===== src/design/mac_config.svh =====
`ifndef MAC_CONFIG_SVH
`define MAC_CONFIG_SVH

// operand, product and sum width
`define MAC_DATA_WIDTH        16

// sideband tag carried from the a channel
`define MAC_USER_WIDTH        4

// default pipeline depths, counted in enabled cycles
`define MAC_MULTIPLIER_DELAY  3
`define MAC_ACCUMULATOR_DELAY 2

`endif


===== src/design/mac_data_pkg.sv =====
`default_nettype none

`include "mac_config.svh"

package mac_data_pkg;

    // two's complement, products and sums wrap at this width
    typedef logic signed [`MAC_DATA_WIDTH-1:0] data_t;

    typedef logic [`MAC_USER_WIDTH-1:0] user_t;  // opaque tag, follows its operand

endpackage

`default_nettype wire


===== src/design/mac_ctrl_pkg.sv =====
`default_nettype none

`include "mac_config.svh"

package mac_ctrl_pkg;

    // which operand operand_join is holding while it waits for a partner
    typedef enum logic [1:0] {
        empty,   // nothing held
        hold_a,  // a operand held with its last and user
        hold_b   // b operand held
    } join_state_t;

endpackage

`default_nettype wire


===== src/design/operand_join.sv =====
`timescale 1ns/1ps
`default_nettype none

module operand_join import mac_data_pkg::*, mac_ctrl_pkg::*; (
    input  wire logic  aclk,
    input  wire logic  rst_n,
    input  wire logic  aclken,
    input  wire logic  a_valid,
    input  wire data_t a_data,
    input  wire logic  a_last,
    input  wire user_t a_user,
    input  wire logic  b_valid,
    input  wire data_t b_data,
    output logic       pair_valid,
    output data_t      pair_a,
    output data_t      pair_b,
    output logic       pair_last,
    output user_t      pair_user
);

    join_state_t state;
    join_state_t state_nxt;

    data_t held_data;  // a or b, depending on state
    logic  held_last;
    user_t held_user;

    logic  pair_fire;
    logic  load_a;
    logic  load_b;
    data_t nxt_a;
    data_t nxt_b;
    logic  nxt_last;
    user_t nxt_user;

    always_comb begin
        state_nxt = state;
        pair_fire = 1'b0;
        load_a    = 1'b0;
        load_b    = 1'b0;
        nxt_a     = a_data;
        nxt_b     = b_data;
        nxt_last  = a_last;
        nxt_user  = a_user;
        if (a_valid && b_valid) begin
            // both new strobes pair up, anything held is dropped
            pair_fire = 1'b1;
            state_nxt = empty;
        end else if (a_valid) begin
            if (state == hold_b) begin
                pair_fire = 1'b1;
                nxt_b     = held_data;
                state_nxt = empty;
            end else begin
                load_a    = 1'b1;  // store or replace a held a
                state_nxt = hold_a;
            end
        end else if (b_valid) begin
            if (state == hold_a) begin
                pair_fire = 1'b1;
                nxt_a     = held_data;
                nxt_last  = held_last;  // sideband always from the a side
                nxt_user  = held_user;
                state_nxt = empty;
            end else begin
                load_b    = 1'b1;
                state_nxt = hold_b;
            end
        end
    end

    always_ff @(posedge aclk or negedge rst_n) begin
        if (!rst_n) begin
            state      <= empty;
            pair_valid <= 1'b0;
        end else if (aclken) begin
            state      <= state_nxt;
            pair_valid <= pair_fire;
        end
    end

    always_ff @(posedge aclk) begin
        if (aclken) begin
            if (load_a) begin
                held_data <= a_data;
                held_last <= a_last;
                held_user <= a_user;
            end else if (load_b) begin
                held_data <= b_data;
            end
            pair_a    <= nxt_a;
            pair_b    <= nxt_b;
            pair_last <= nxt_last;
            pair_user <= nxt_user;
        end
    end

endmodule

`default_nettype wire


===== src/design/fixed_point_multiplier.sv =====
`timescale 1ns/1ps
`default_nettype none

`include "mac_config.svh"

module fixed_point_multiplier import mac_data_pkg::*; #(
    parameter int DELAY = `MAC_MULTIPLIER_DELAY  // total stages, at least 1
) (
    input  wire logic  aclk,
    input  wire logic  rst_n,
    input  wire logic  aclken,
    input  wire logic  pair_valid,
    input  wire data_t pair_a,
    input  wire data_t pair_b,
    input  wire logic  pair_last,
    input  wire user_t pair_user,
    output logic       prod_valid,
    output data_t      prod_data,
    output logic       prod_last,
    output user_t      prod_user
);

    data_t product;

    logic [DELAY-1:0] valid_pipe;
    data_t            data_pipe [DELAY];
    logic             last_pipe [DELAY];
    user_t            user_pipe [DELAY];

    // evaluated at data width, so only the low bits survive and it wraps
    assign product = pair_a * pair_b;

    always_ff @(posedge aclk or negedge rst_n) begin
        if (!rst_n) begin
            valid_pipe <= '0;
        end else if (aclken) begin
            valid_pipe[0] <= pair_valid;
            for (int i = 1; i < DELAY; i++) begin
                valid_pipe[i] <= valid_pipe[i-1];
            end
        end
    end

    always_ff @(posedge aclk) begin
        if (aclken) begin
            data_pipe[0] <= product;
            last_pipe[0] <= pair_last;
            user_pipe[0] <= pair_user;
            for (int i = 1; i < DELAY; i++) begin
                data_pipe[i] <= data_pipe[i-1];
                last_pipe[i] <= last_pipe[i-1];
                user_pipe[i] <= user_pipe[i-1];
            end
        end
    end

    assign prod_valid = valid_pipe[DELAY-1];
    assign prod_data  = data_pipe[DELAY-1];
    assign prod_last  = last_pipe[DELAY-1];
    assign prod_user  = user_pipe[DELAY-1];

endmodule

`default_nettype wire


===== src/design/fixed_point_accumulator.sv =====
`timescale 1ns/1ps
`default_nettype none

`include "mac_config.svh"

module fixed_point_accumulator import mac_data_pkg::*; #(
    parameter int DELAY = `MAC_ACCUMULATOR_DELAY  // total stages, at least 1
) (
    input  wire logic  aclk,
    input  wire logic  rst_n,
    input  wire logic  aclken,
    input  wire logic  prod_valid,
    input  wire data_t prod_data,
    input  wire logic  prod_last,
    input  wire user_t prod_user,
    output logic       sum_valid,
    output data_t      sum_data,
    output logic       sum_last,
    output user_t      sum_user
);

    logic  acc_valid;
    data_t acc_sum;   // running sum, only moves on valid items
    logic  acc_last;  // last flag of the previous valid item
    user_t acc_user;
    data_t sum_nxt;

    // restart from zero once the previous item closed its packet
    assign sum_nxt = (acc_last ? data_t'(0) : acc_sum) + prod_data;

    always_ff @(posedge aclk or negedge rst_n) begin
        if (!rst_n) begin
            acc_valid <= 1'b0;
            acc_sum   <= '0;
            acc_last  <= 1'b0;
        end else if (aclken) begin
            acc_valid <= prod_valid;
            if (prod_valid) begin
                acc_sum  <= sum_nxt;
                acc_last <= prod_last;
            end
        end
    end

    always_ff @(posedge aclk) begin
        if (aclken && prod_valid) begin
            acc_user <= prod_user;
        end
    end

    generate
        if (DELAY == 1) begin : g_no_tail
            assign sum_valid = acc_valid;
            assign sum_data  = acc_sum;
            assign sum_last  = acc_last;
            assign sum_user  = acc_user;
        end else begin : g_tail
            logic [DELAY-2:0] valid_pipe;  // stages 2 .. DELAY
            data_t            data_pipe [DELAY-1];
            logic             last_pipe [DELAY-1];
            user_t            user_pipe [DELAY-1];

            always_ff @(posedge aclk or negedge rst_n) begin
                if (!rst_n) begin
                    valid_pipe <= '0;
                end else if (aclken) begin
                    valid_pipe[0] <= acc_valid;
                    for (int i = 1; i < DELAY - 1; i++) begin
                        valid_pipe[i] <= valid_pipe[i-1];
                    end
                end
            end

            always_ff @(posedge aclk) begin
                if (aclken) begin
                    data_pipe[0] <= acc_sum;
                    last_pipe[0] <= acc_last;
                    user_pipe[0] <= acc_user;
                    for (int i = 1; i < DELAY - 1; i++) begin
                        data_pipe[i] <= data_pipe[i-1];
                        last_pipe[i] <= last_pipe[i-1];
                        user_pipe[i] <= user_pipe[i-1];
                    end
                end
            end

            assign sum_valid = valid_pipe[DELAY-2];
            assign sum_data  = data_pipe[DELAY-2];
            assign sum_last  = last_pipe[DELAY-2];
            assign sum_user  = user_pipe[DELAY-2];
        end
    endgenerate

endmodule

`default_nettype wire


===== src/design/mac_top.sv =====
`timescale 1ns/1ps
`default_nettype none

module mac_top import mac_data_pkg::*; (
    input  wire logic  aclk,
    input  wire logic  rst_n,
    input  wire logic  aclken,  // global stall, holds every register when low
    input  wire logic  a_valid,
    input  wire data_t a_data,
    input  wire logic  a_last,
    input  wire user_t a_user,
    input  wire logic  b_valid,
    input  wire data_t b_data,
    output logic       sum_valid,
    output data_t      sum_data,
    output logic       sum_last,
    output user_t      sum_user
);

    logic  pair_valid;
    data_t pair_a;
    data_t pair_b;
    logic  pair_last;
    user_t pair_user;

    logic  prod_valid;
    data_t prod_data;
    logic  prod_last;
    user_t prod_user;

    operand_join u_join (
        .aclk       (aclk),
        .rst_n      (rst_n),
        .aclken     (aclken),
        .a_valid    (a_valid),
        .a_data     (a_data),
        .a_last     (a_last),
        .a_user     (a_user),
        .b_valid    (b_valid),
        .b_data     (b_data),
        .pair_valid (pair_valid),
        .pair_a     (pair_a),
        .pair_b     (pair_b),
        .pair_last  (pair_last),
        .pair_user  (pair_user)
    );

    fixed_point_multiplier u_mul (
        .aclk       (aclk),
        .rst_n      (rst_n),
        .aclken     (aclken),
        .pair_valid (pair_valid),
        .pair_a     (pair_a),
        .pair_b     (pair_b),
        .pair_last  (pair_last),
        .pair_user  (pair_user),
        .prod_valid (prod_valid),
        .prod_data  (prod_data),
        .prod_last  (prod_last),
        .prod_user  (prod_user)
    );

    fixed_point_accumulator u_acc (
        .aclk       (aclk),
        .rst_n      (rst_n),
        .aclken     (aclken),
        .prod_valid (prod_valid),
        .prod_data  (prod_data),
        .prod_last  (prod_last),
        .prod_user  (prod_user),
        .sum_valid  (sum_valid),
        .sum_data   (sum_data),
        .sum_last   (sum_last),
        .sum_user   (sum_user)
    );

endmodule

`default_nettype wire


===== config.mk =====
export PLATFORM = sky130hd
export DESIGN_NAME = mac_top
export DESIGN_NICKNAME = d
export VERILOG_FILES = /design/src/design/mac_data_pkg.sv /design/src/design/mac_ctrl_pkg.sv /design/src/design/operand_join.sv /design/src/design/fixed_point_multiplier.sv /design/src/design/fixed_point_accumulator.sv /design/src/design/mac_top.sv
export VERILOG_INCLUDE_DIRS = /design/src /design/src/design
export SDC_FILE = /design/constraint.sdc
export NUM_CORES = 1
export LEC_CHECK = 0
export ABC_AREA = 1
export BUFFER_PORTS_ARGS = -buffer_cell sky130_fd_sc_hd__buf_2
export CORE_ASPECT_RATIO = 0.75
export CORE_MARGIN = 10
export CORE_UTILIZATION = 57
export CTS_BUF_LIST = sky130_fd_sc_hd__clkbuf_2
export CTS_CLUSTER_DIAMETER = 40
export DETAILED_ROUTE_END_ITERATION = 7
export PLACE_DENSITY = 0.78
export SLEW_MARGIN = 20
export SYNTH_ARGS = -nofsm -noshare
export SYNTH_HDL_FRONTEND = slang
export SYNTH_SLANG_ARGS = --single-unit

===== constraint.sdc =====
create_clock -name aclk -period 5.11 [get_ports aclk]
set_input_delay 0.7665 -clock aclk [delete_from_list [all_inputs] [get_ports aclk]]
set_output_delay 0.7665 -clock aclk [all_outputs]
set_load 0.01 [all_outputs]

# After elaboration in Yosys (flattened, before gate mapping)
# Memories as Yosys holds them, arrays and structs flattened. A register that Yosys moved wholly into a read port is not among the register bits.
# Cells that the tools add are included.
# word_totals
register_bits	82
ram_bits	84
inputBits	42
word_cells	69
memories	6
# classes
addsub	1
n_mul	1
n_eq_ne	2
muxes	37
reduce_logical	9
# memory_table
memory	words	word_bits	read_ports	rd_ports_with_merged_regs	wr	line_no	text
u_mul.data_pipe	3	16	3	0	3	fixed_point_multiplier.sv:26	data_t data_pipe [DELAY];
u_acc.g_tail.data_pipe	1	16	1	0	1	fixed_point_accumulator.sv:59	data_t data_pipe [DELAY-1];
u_mul.user_pipe	3	4	3	1	3	fixed_point_multiplier.sv:28	user_t user_pipe [DELAY];
u_acc.g_tail.user_pipe	1	4	1	0	1	fixed_point_accumulator.sv:61	user_t user_pipe [DELAY-1];
u_mul.last_pipe	3	1	3	1	3	fixed_point_multiplier.sv:27	logic last_pipe [DELAY];
u_acc.g_tail.last_pipe	1	1	1	0	1	fixed_point_accumulator.sv:60	logic last_pipe [DELAY-1];
# op_table
operator	count
16-bit two-way mux	10
1-bit two-way mux	19
16-bit adder	1
16-bit by 16-bit multiplier with 16-bit output	1
4-bit two-way mux	4
2-bit two-way mux	4
2-bit AND reduction	4
3-bit nonzero test	1
2-bit by 1-bit equality test with 1-bit output, second input constant	1
2-bit equality test, second input constant	1
1-bit logical AND	2
2-bit nonzero test	1
1-bit logical NOT	1

# Depth between registers and ports, before layout
# Gate-level depths: netlist (run 1).
# depth
word_depth	7
mapped_depth	29
depth_no_buf	27

# Modules after synthesis
# A second synthesis (run 1) with hierarchy kept.
# hier_totals
hier_cells	1334
hier_area_um2	12020.3
# by_module_without_submodules
module	n_inst	cells_per_inst	area_per_inst_um2	seq_area_each_um2
fixed_point_multiplier	1	770	6752.7	1966.9
operand_join	1	262	2743.9	1816.7
fixed_point_accumulator	1	302	2523.7	1226.2

# Worst setup path after synthesis (run 1)
# Ideal clock, no wire load.
# synth_timing
kind	register to register
start	register u_join.pair_b[1]
end	memory u_mul.data_pipe[0][15] in the netlist's numbering, data pin
arrival_ns	4.996
setup_slack_ns	-0.135
stages_incl_launch_ff	25
path_buffers	2
period_less_slack_ns	5.245
cell_sequence	edfxtp_1 -> buf_2 -> clkbuf_1 -> nand2_1 -> fa_1 -> fa_1 -> fa_1 -> inv_1 -> fa_1 -> fa_1 -> inv_1 -> fa_1 -> inv_1 -> ha_1 -> a21o_1 -> a21boi_0 -> nand2_1 -> nor2_2 -> inv_1 -> nand2_1 -> nand2_1 -> inv_1 -> nand3_1 -> nand2_1 -> inv_1
# synth_lines
element	line_no	text
start, declared	operand_join.sv:16	output data_t pair_b,
start signal, assigned	operand_join.sv:92	pair_b <= nxt_b;
end, declared	fixed_point_multiplier.sv:26	

==> results.md, run 1 <==
* Outcome: complete, but fails checks
* Failing checks: negative setup slack
* Hold path depth at 1
* Final setup viols at 3
* Worst hold slack at 0.1890 ns
* Layout area overhead at 12.79%
* VDD IR max at 0.6580 mV
* Unrepaired setup endpoints after global routing: true
* Final Net Count at 1528
* CTS buffer count at 17
* ANT nets after route at 0
* CTS tree: built
* Fin area at 12840 um^2
* H-tree levels at 4
* Maxcap violations at 0
* Top-count cell post-synth: nand2_1
* Drt total wl at 23740 um
* Fillers at 1499
* CP max-delay cell: fa_1
* Clock sink total at 171
* Drt wl/cell at 14.88 um
* Data arrival, critical path at 5.78 ns
* Tightest Pin Transition at 1.044 ns
* Minimum clock period at 5.224 ns
* Std-Cell Core Area at 19490 um^2
* CP endpoint kind: flop
* PwrDens at 621.5 nW/um^2
* Total GRT Usage at 18.47%
* Synthesis Warnings at 0
* Initial antenna violation count at 0
* Vias in the first global route at 8139
* Die Width at 183.2 um
* DIE HEIGHT at 142.4 um
* Via/cell ratio at 5.098
* EDFF count, synth at 146
* Reg-to-reg slack, setup at -0.11 ns
* Dpl hpwl at 18180 um
* Sequential cell area at 5010 um^2
* First DRT Iteration DRCs at 635
* CP Cell Sequence: buf_4 -> nand2_1 -> fa_1 -> inv_1 -> fa_1 -> inv_1 -> fa_1 -> fa_1 -> fa_1 -> fa_1 -> inv_1 -> ha_4 -> nand2_2 -> inv_1 -> a21boi_2 -> nand2_1 -> nor2_2 -> inv_1 -> nand2_1 -> nand2_1 -> inv_1 -> nand3_1 -> nand2_1 -> inv_1
* Tightest Hold Check Type: in2reg
* Ant. Diodes at 0
* Seq/Total Area, Yosys at 44.00%
* Setup TNS at -0.1890 ns
* Syn nets at 1418
* Row count at 44
* Number of library cell types mapped by synthesis at 40
* GP Congestion at 0.9206
* HP Start: a_user[2]
* Rel. slew slack at 30.39%
* Cells after Synth at 1220
* Hold Fails Final Rpt at 0
* Fin worst setup slack at -0.1135 ns
* Top post-synthesis cells by count: nand2_1 (343), inv_1 (280), edfxtp_1 (146)
* Top cells by area, synth: edfxtp_1 (39%), fa_1 (14%), nand2_1 (11%)
* Pre-antenna DRT Iters at 5
* Post-Syn Area at 11380 um^2
* Ports at 64
* First-pass GRT wire length at 38880 um
* Syn Area/Cell at 9.332 um^2
* Placed inst area at 12260 um^2
* Routed via count at 8137
* Clk_skew at 0.05018 ns
* Fmax at 191.4 MHz
* Ys flop type: edfxtp_1
* Clk pin slew, worst setup/hold paths at 0.29 ns
* Skew-Pair Late Insertion Delay at 0.78 ns
* Reg-to-reg endpoint: u_mul.data_pipe[0][15]
* Pin count of the biggest net entering global routing at 89
* Largest area contributor in the netlist: edfxtp_1
* Root buf cell: clkbuf_2
* CP bufs+invs at 8
* Leak at 6.661 nW
* Fraction of layout cells with a size suffix above 1 at 16.46%
* Reg2reg path depth at 24
* Port Buf Inserts at 63
* Nature of the critical path startpoint: flop
* Reg2reg start: u_join.pair_a[6]
* Initial Util at 58.42%
* Residual DRC at 0
* CTS Buffer Depth at 2
* Synthesis-stage register bit count at 171
* Crit path largest cell delay at 0.54 ns
* Multi-input gate area at 5330 um^2
* Post-synth top area share at 38.51%
* GRT overflow at 0
* Power Total at 0.007981 W
* Die area at 26080 um^2
* Critical Path Fanout Max at 5
* Fin crit share at 102.2%
* Cell repeated most along the worst path: inv_1
* Crit path kind: reg2reg
* Req. time, crit path at 5.67 ns
* Critical path's top delay family: adder cells
* Hold Path End: u_join.held_user[2]
* Fin. max-slew vios at 0
* Post-synth ARST share at 14.62%
-- cell type report --
class                      count  share of cell area (%)
multi-input combinational    730                   41.51
sequential                   171                   39.01
inverter                     284                   8.302
timing repair buffer         126                   6.577
tap                          253                   2.465
clock inverter                14                   1.432
clock buffer                  18                  0.7015
-- metrics by stage --
stage	cells	utilization, %	setup WS (ns)
final	1596	65.89	-0.1135
after global routing	1596	65.89	-0.3438
after CTS	1587	64.84	-0.04709
after detailed placement	1552	62.89	-0.2280
after global placement	1552	62.89	-0.04022
after floorplan	1220	-	0.002803
-- sequential cells by signal, summed over array words and instances, names as in the netlist --
name                    count
u_mul.data_pipe            48
u_acc.acc_sum              16
u_acc.g_tail.data_pipe     16
u_join.held_data           16
u_join.pair_a              16
u_join.pair_b              16
u_mul.user_pipe            12
u_acc.acc_user              4
u_acc.g_tail.user_pipe      4
u_join.held_user            4
u_join.pair_user            4
u_mul.last_pipe             3
u_mul.valid_pipe            3
u_join.state                2
u_acc.acc_last              1
u_acc.acc_valid             1
u_acc.g_tail.last_pipe      1
u_acc.sum_valid             1
u_join.held_last            1
u_join.pair_last            1
u_join.pair_valid           1
-- power by group --
group	internal (W)	leakage (nW)	switching [W]
logic	0.00227	4.77	0.00285
registers	0.00195	1.73	0.000135
clock network	0.000249	0.157	0.000524
-- worst max-delay path by stage --
stage,from,endpoint,slack (ns),cells after the start
5_1_grt,u_join.pair_b[4],u_mul.data_pipe[0][15],-0.34,25
4_1_cts,u_join.pair_a[5],u_mul.data_pipe[0][15],-0.05,22
2_1_floorplan,u_join.pair_b[5],u_mul.data_pipe[0][15],0.003,25
6_report,u_join.pair_a[6],u_mul.data_pipe[0][15],-0.11,24
3_3_place_gp,u_join.pair_b[2],u_mul.data_pipe[0][15],-0.04,23
3_5_place_dp,u_join.pair_b[1],u_mul.data_pipe[0][15],-0.23,23
-- routing by layer --
| layer | global-route usage (%) | vias to the layer above | wire, um |
|---|---|---|---|
| li1 | - | 3995 | - |
| met5 | 0 | - | 0 |
| met4 | 5.465 | 0 | 317 |
| met3 | 4.209 | 37 | 1521 |
| met2 | 29.80 | 242 | 11210 |
| met1 | 24.50 | 3863 | 10690 |
-- placed cells by master (no fill, tap or decap), types with 5 or more instances in the layout --
cell        n
a21o_1      5
a21oi_1    21
a21oi_2     5
buf_2      62
buf_4      54
buf_6       7
clkbuf_2   18
dfrtp_1    25
edfxtp_1  146
fa_1       75
fa_2        5
ha_1       69
ha_4        7
inv_1     271
inv_2      13
inv_6       5
mux2_2      5
nand2_1   339
nand2_2     9
nand3_1    37
nand3b_1    5
nor2_1     35
o21ai_0    54
xnor2_1     8
xor2_1     10
-- what timing repair did --
item / in CTS / in global routing
setup buffers: 2 / 8
cloned: 0 / 0
setup endpoints to repair: 3 / 6
endpoints found under the hold margin: 25 / 0
pin swaps: 13 / 21
hold buffers: 1 / 0
gates resized for setup: 19 / 36
-- logic make-up after synthesis --
kind of cell,after synthesis,share of synthesized area [%]
adders and majority gates,156,22.42
muxes,5,0.4945
buffers and inverters,319,10.87
and+or+nand+nor,445,15.73
xor gates and xnor gates,18,1.385
DFF,171,44.00
AOI/OAI and AO/OA,106,5.099
No activity file was read; power rests on OpenSTA's default activity.
==> run 2: changes to the inputs <==
- BUFFER_PORTS_ARGS: -buffer_cell sky130_fd_sc_hd__buf_2 -> -buffer_cell sky130_fd_sc_hd__buf_4
- CORE_MARGIN: 10 -> 3
==> results.md, run 2 (synthesis gave the netlist of run 1 again) <==
* Failing checks: negative setup slack
* First-pass GRT wire length at 37630 um (-3.2%)
* Minimum clock period at 5.241 ns (+0.01734 ns)
* Nature of the critical path startpoint: flop
* Die area at 21720 um^2 (-17%)
* Rel. slew slack at 42.47% (+12 points)
* Pre-CTS setup slack at -0.1452 ns (+0.08276 ns)
* Most frequent cells in the layout: nand2_1 (333), inv_1 (270), edfxtp_1 (146)
* Data arrival, critical path at 5.79 ns (about the same)
* First DRT Iteration DRCs at 717 (+13%)
* Reg2reg start: u_join.pair_a[5]
* Initial Util at 58.42% (unchanged)
* Root buf cell: clkbuf_2
* Hold Fails Final Rpt at 0 (unchanged)
* HP Start: a_user[3]
* Drt total wl at 23230 um (-2.1%)
* VDD IR max at 0.5261 mV (-20%)
* Most common cell after layout, fill and taps aside: nand2_1
* Clk_skew at 0.06267 ns (+0.01249 ns)
* Std-Cell Core Area at 19490 um^2 (unchanged)
* DIE HEIGHT at 128.4 um (-9.8%)
* Fin worst setup slack at -0.1308 ns (-0.01734 ns)
* Total GRT Usage at 21.86% (+3.4 points)
* Port Buf Inserts at 63 (unchanged)
* Fmax at 190.8 MHz (-0.33%)
* Fin cells at 1590 (-0.38%)
* Unrepaired setup endpoints after global routing: true
* CP max-delay cell: edfxtp_1
* CP bufs+invs at 8 (unchanged)
* Skew-Pair Late Insertion Delay at 0.74 ns (-0.04 ns)
* Via/cell ratio at 5.091 (-0.14%)
* Tightest Pin Transition at 0.8629 ns (-0.1812 ns)
* Max reg flops at 48 (unchanged)
* Pin count of the biggest net entering global routing at 71 (-20%)
* Routed via count at 8095 (-0.52%)
* Fin crit share at 102.6% (+0.34 points)
* Fraction of layout cells with a size suffix above 1 at 16.90% (+0.45 points)
* Critical Path Fanout Max at 6 (+1)
* ANT nets after route at 0 (unchanged)
* Pre-antenna DRT Iters at 5 (unchanged)
* Maxcap violations at 0 (unchanged)
* Leak at 6.665 nW (about the same)
* Ports at 64 (unchanged)
* Crit path largest cell delay at 0.56 ns (+0.02 ns)
* CP Cell Sequence: buf_4 -> buf_4 -> nand2_1 -> inv_1 -> fa_1 -> inv_1 -> fa_1 -> inv_1 -> ha_1 -> inv_1 -> fa_1 -> fa_2 -> fa_1 -> inv_2 -> ha_4 -> buf_4 -> nand2_1 -> o21ai_2 -> a21oi_2 -> o211ai_1 -> xor2_1
* Placed insts at 1553 (+0.064%)
* Largest Register: u_mul.data_pipe
* CTS buffer count at 17 (unchanged)
* Dpl hpwl at 18130 um (-0.30%)
* CP endpoint kind: flop
* Drt wl/cell at 14.61 um (-1.8%)
* Critical Path Source: u_join.pair_a[5]
* Clock sink total at 171 (unchanged)
* Fin. max-slew vios at 0 (unchanged)
* Ant. Diodes at 0 (unchanged)
* CTS Buffer Depth at 2 (unchanged)
* Initial antenna violation count at 0 (unchanged)
* Critical path's top delay family: adder cells
* GRT overflow at 0 (unchanged)
* Final Net Count at 1522 (-0.39%)
* Tightest Hold Check Type: in2reg
* Layout area overhead at 13.54%
* Vias in the first global route at 7838 (-3.7%)
* Req. time, crit path at 5.66 ns (about the same)
* Row count at 44 (unchanged)
* Outcome: complete, but fails checks
* Clk pin slew, worst setup/hold paths at 0.30 ns (about the same)
* PwrDens at 606.7 nW/um^2 (-2.4%)
* Final setup viols at 3 (unchanged)
* CTS tree: built
* Die Width at 169.2 um (-7.6%)
* Worst hold slack at 0.2116 ns (+0.02268 ns)
* H-tree levels at 4 (unchanged)
* Crit path kind: reg2reg
* Residual DRC at 0 (unchanged)
* GP Congestion at 0.9519 (+3.4%)
-- run 2: cell count changes in the layout (fill, tap and decap cells not counted), sizes merged --
cell and change:
inv +1, clkinv +1, buf -6, bufinv -2
-- run 2: metrics by stage --
stage | util (%) | setup TNS, ns | total power (W) | area (um^2)
6_report | 66.33 | -0.2288 | 0.007842 | 12930
5_1_grt | 66.33 | -0.9778 | 0.008522 | 12930
4_1_cts | 65.47 | -0.09312 | 0.007172 | 12760
3_5_place_dp | 63.59 | -0.1990 | 0.006142 | 12390
3_3_place_gp | 63.59 | -0.06156 | 0.005975 | 12390
2_1_floorplan | - | 0 | 0.004790 | 11400
-- run 2: worst reg2reg max path, delay by kind of cell (launching register included) --
| kind | cells | cell delay (ns) |
|---|---|---|
| AO/OA/AOI/OAI | 3 | 0.48 |
| XOR/XNOR | 1 | 0.26 |
| adder cells (fa/ha/maj) | 7 | 2.84 |
| buffers and inverters | 8 | 0.75 |
| flip-flops | 1 | 0.56 |
| AND/OR/NAND/NOR | 2 | 0.16 |
-- run 2: worst paths after layout --
path / endpoint / cells past startpoint / slack, ns
min in group asynchronous: u_acc.acc_sum[9] / 2 / 0.41
min reg2reg: u_mul.data_pipe[0][33] / 0 / 0.42
max reg2reg: u_mul.data_pipe[0][12] / 21 / -0.13
min: u_join.held_user[3] / 1 / 0.21
max in group asynchronous: u_join.state[1] / 2 / 4.37
max: u_mul.data_pipe[0][12] / 21 / -0.13
-- run 2: routing by layer --
layer,vias up,share of wire [%],track usage (%)
met5,-,0,0
met1,3815,46,31.22
met3,34,6.9,4.607
li1,3981,-,-
met4,0,1.6,5.048
met2,265,46,35.05
-- run 2: layout make-up --
class                           instances  area (um^2)
Clock buffer                           18        90.09
Timing Repair Buffer                  120        918.4
Clock inverter                         14        147.6
Sequential cell                       171         5010
Fill cell                            1501         6563
Multi-Input combinational cell        730         5378
Inverter                              284         1066
Tap cell                              253        316.6
-- run 2: power by group --
| part | leakage [nW] | internal (W) | switching (W) | total (W) |
|---|---|---|---|---|
| Sequential | 1.73 | 0.00195 | 0.000141 | 0.00210 |
| Clock | 0.141 | 0.000160 | 0.000531 | 0.000691 |
| Combinational | 4.79 | 0.00231 | 0.00274 | 0.00506 |
| Total | 6.66 | 0.00443 | 0.00342 | 0.00784 |
-- run 2: timing repair --
| item | in CTS | in global routing |
|---|---|---|
| hold buffers | 1 | 0 |
| setup buffers | 2 | 2 |
| gates cloned | 0 | 0 |
| pin swaps | 23 | 18 |
| endpoints found under the hold margin | 25 | 0 |
| gates resized for setup | 29 | 37 |
| endpoints found under the setup margin | 3 | 6 |
==> run 3: changes to the inputs <==
- PLACE_DENSITY: 0.78 -> 0.84
- SYNTH_HIERARCHICAL: unset -> 1
==> results.md, run 3 <==
* Outcome: finished clean
* H-tree levels at 4 (unchanged)
* Tightest Hold Check Type: in2reg
* Syn Area/Cell at 9.011 um^2 (-3.4%)
* CP endpoint kind: flop
* CP bufs+invs at 3 (-5)
* Top-count cell post-synth: nand2_1
* Unrepaired setup endpoints after global routing: true
* Skew-Pair Late Insertion Delay at 0.75 ns (about the same)
* Max reg flops at 48 (unchanged)
* First DRT Iteration DRCs at 685 (-4.5%)
* Fmax at 195.9 MHz (+2.6%)
* VDD IR max at 0.5803 mV (+10%)
* Clock sink total at 171 (unchanged)
* Minimum clock period at 5.106 ns (-0.1352 ns)
* NetSw at 0.003227 W (-5.6%)
* GR Util met2 at 33.17% (-1.9 points)
* Top post-synthesis cells by count: nand2_1 (422), inv_1 (265), edfxtp_1 (146)
* Port Buf Inserts at 63 (unchanged)
* Ports at 64 (unchanged)
* Pin count of the biggest net entering global routing at 71 (unchanged)
* M1 GR Usage at 29.59% (-1.6 points)
* GRT overflow at 0 (unchanged)
* Top cells by area, synth: edfxtp_1 (36%), fa_1 (13%), nand2_1 (13%)
* Rel. slew slack at 41.61% (-0.87 points)
* Pre-antenna DRT Iters at 5 (unchanged)
* Setup TNS at 0 ns (+0.2288 ns)
* Maxcap violations at 0 (unchanged)
* Cell repeated most along the worst path: fa_1
* Synthesis Warnings at 6 (+6)
* Req. time, crit path at 5.62 ns (-0.04 ns)
* Via/cell ratio at 5.125 (+0.66%)
* PwrDens at 560.2 nW/um^2 (-7.7%)
* Residual DRC at 0 (unchanged)
* Cell-internal power at 0.004216 W (-4.7%)
* CTS buffer count at 17 (unchanged)
* Final setup viols at 0 (-3)
* Syn nets at 1532 (+8.0%)
* Synthesis-stage register bit count at 171 (unchanged)
* Comb pwr share at 61.7% (-2.8 points)
* Drt total wl at 24370 um (+4.9%)
* Crit path largest cell delay at 0.60 ns (+0.04 ns)
* GP Congestion at 0.8755 (-8.0%)
* Vias in the first global route at 8424 (+7.5%)
* Fin crit share at 99.92% (-2.6 points)
* Pre-CTS setup slack at -0.03021 ns (+0.1150 ns)
* Final Net Count at 1605 (+5.5%)
* Nature of the critical path startpoint: flop
* First-pass GRT wire length at 39410 um (+4.7%)
* Largest area contributor in the netlist: edfxtp_1
* Die Width at 173.7 um (+2.7%)
* Ant. Diodes at 0 (unchanged)
* Seq/Total Area, Yosys at 41.68% (-2.3 points)
* Routed via count at 8722 (+7.7%)
* Leak at 6.932 nW (+4.0%)
* Clock power share at 10.3% (+1.5 points)
* Cells after Synth at 1334 (+9.3%)
* CP Cell Sequence: nand2_1 -> fa_1 -> fa_1 -> inv_1 -> fa_1 -> inv_1 -> fa_1 -> fa_1 -> fa_1 -> inv_1 -> ha_4 -> nand2_1 -> nand2_1 -> a31oi_4 -> o21ai_2 -> xor2_1
* Fin. max-slew vios at 0 (unchanged)
* Number of library cell types mapped by synthesis at 46 (+15%)
* Ys flop type: edfxtp_1
* Tightest Pin Transition at 0.8759 ns (+0.01300 ns)
* Met3 Use GR at 4.836% (+0.23 points)
* Post-synth top area share at 36.47% (-2.0 points)
* Critical path's top delay family: adder cells
* Fin worst setup slack at 0.004332 ns (+0.1352 ns)
* Busiest layer in global routing: met2
* Most common cell after layout, fill and taps aside: nand2_1
* DIE HEIGHT at 131.8 um (+2.6%)
* Switching Share at 43.36% (-0.21 points)
* Std-Cell Core Area at 20490 um^2 (+5.2%)
* Drt wl/cell at 14.32 um (-2.0%)
* Post-Syn Area at 12020 um^2 (+5.6%)
* CTS tree: built
* ANT nets after route at 0 (unchanged)
* Largest Register: u_mul/data_pipe
* Total GRT Usage at 21.10% (-0.76 points)
* Data arrival, critical path at 5.61 ns (-0.18 ns)
* Dpl hpwl at 17990 um (-0.77%)
* EDFF count, synth at 146 (unchanged)
* Most frequent cells in the layout: nand2_1 (419), inv_1 (259), edfxtp_1 (146)
* Critical Path Fanout Max at 8 (+2)
* Power Total at 0.007443 W (-5.1%)
* Crit path kind: reg2reg
* Initial antenna violation count at 0 (unchanged)
* CTS Buffer Depth at 2 (unchanged)
* Clk pin slew, worst setup/hold paths at 0.25 ns (-0.05 ns)
* Layout area overhead at 10.52%
* Post-synth ARST share at 14.62% (unchanged)
* Clk_skew at 0.04163 ns (-0.02104 ns)
* CP max-delay cell: edfxtp_1
* Flop pwr share at 28.0% (+1.3 points)
* Hold Fails Final Rpt at 0 (unchanged)
* Die area at 22880 um^2 (+5.4%)
* Row count at 45 (+2.3%)
* Initial Util at 58.65% (+0.23 points)
* Fraction of layout cells with a size suffix above 1 at 15.99% (-0.92 points)
* Root buf cell: clkbuf_2
==> run 3: cell count changes after synthesis, sizes merged, moves of 6 or more <==
cell and delta:
nand2 +91, nand3 +61, o21ai -45, buf +36
clkbuf -12, a21oi -6
==> run 3: power groups by stage <==
| stage | logic, W | registers [W] | clock network [W] |
|---|---|---|---|
| after floorplan | 0.00267 | 0.00207 | 0 |
| after detailed placement | 0.00343 | 0.00213 | 0 |
| final | 0.00459 | 0.00208 | 0.000769 |
| after global placement | 0.00325 | 0.00211 | 0 |
| after CTS | 0.00348 | 0.00208 | 0.000791 |
| after global routing | 0.00510 | 0.00211 | 0.000847 |
==> run 3: final timing paths <==
check,depth (start not counted),from,endpoint,slack [ns]
setup / recovery,16,u_join/pair_a[8],u_mul/data_pipe[0][14],0.004
hold / removal,1,a_user[2],u_join/held_user[2],0.19
setup reg to reg,16,u_join/pair_a[8],u_mul/data_pipe[0][14],0.004
hold reg to reg,0,u_mul/user_pipe[0][7],u_mul/user_pipe[0][11],0.44
max in group asynchronous,2,rst_n,u_acc/acc_sum[5],4.40
min in group asynchronous,2,rst_n,u_acc/acc_sum[15],0.42
==> run 3: cells by family (layout without fill, tap and decap cells) <==
logic type / count (synthesis) / in the layout / share of synthesized area [%]
AO/OA/AOI/OAI: 42 / 42 / 1.957
XOR/XNOR: 15 / 15 / 1.155
adder cells (fa/ha/maj): 156 / 156 / 21.23
buffers and inverters: 341 / 427 / 12.26
flip-flops: 171 / 171 / 41.68
multiplexers: 1 / 1 / 0.09368
AND/OR/NAND/NOR: 608 / 608 / 21.62
==> run 3: metal layers <==
| metal | vias to the layer above | part of all wire, % |
|---|---|---|
| li1 | 4231 | - |
| met1 | 4080 | 44 |
| met2 | 368 | 46 |
| met3 | 43 | 8.0 |
| met4 | 0 | 1.8 |
| met5 | - | 0 |
==> run 3: worst register-to-register path: stages (launching register included) <==
cell	delay, ns
edfxtp_1	0.60
nand2_1	0.12
fa_1	0.49
fa_1	0.54
inv_1	0.05
fa_1	0.49
inv_1	0.05
fa_1	0.57
fa_1	0.46
fa_1	0.50
inv_1	0.07
ha_4	0.25
nand2_1	0.08
nand2_1	0.10
a31oi_4	0.21
o21ai_2	0.10
xor2_1	0.17
==> run 3: through the flow <==
step	instance area (um^2)	instances	utilization (%)	hold WS, ns
after floorplan	12020	1334	-	0.4003
after global placement	12590	1639	61.42	0.4006
after detailed placement	12590	1639	61.42	0.4045
after CTS	13000	1689	63.44	0.08807
after global routing	13290	1702	64.82	0.06203
final	13290	1702	64.82	0.1867
==> run 3: repair_timing <==
item,in CTS,in global routing
cloned,0,0
resized for setup,0,44
pin swaps,0,21
endpoints found under the setup margin,3,5
hold endpoints to repair,25,0
hold buffers,1,0
buffers inserted,17,13
==> run 3: area by class of cell <==
class                      count  area (um^2)
multi-input combinational    822         5712
fill                        1620         7209
timing repair buffer         113        878.3
tap                          282        352.8
clock inverter                14        181.4
clock buffer                  18        90.09
inverter                     282         1061
sequential                   171         5010
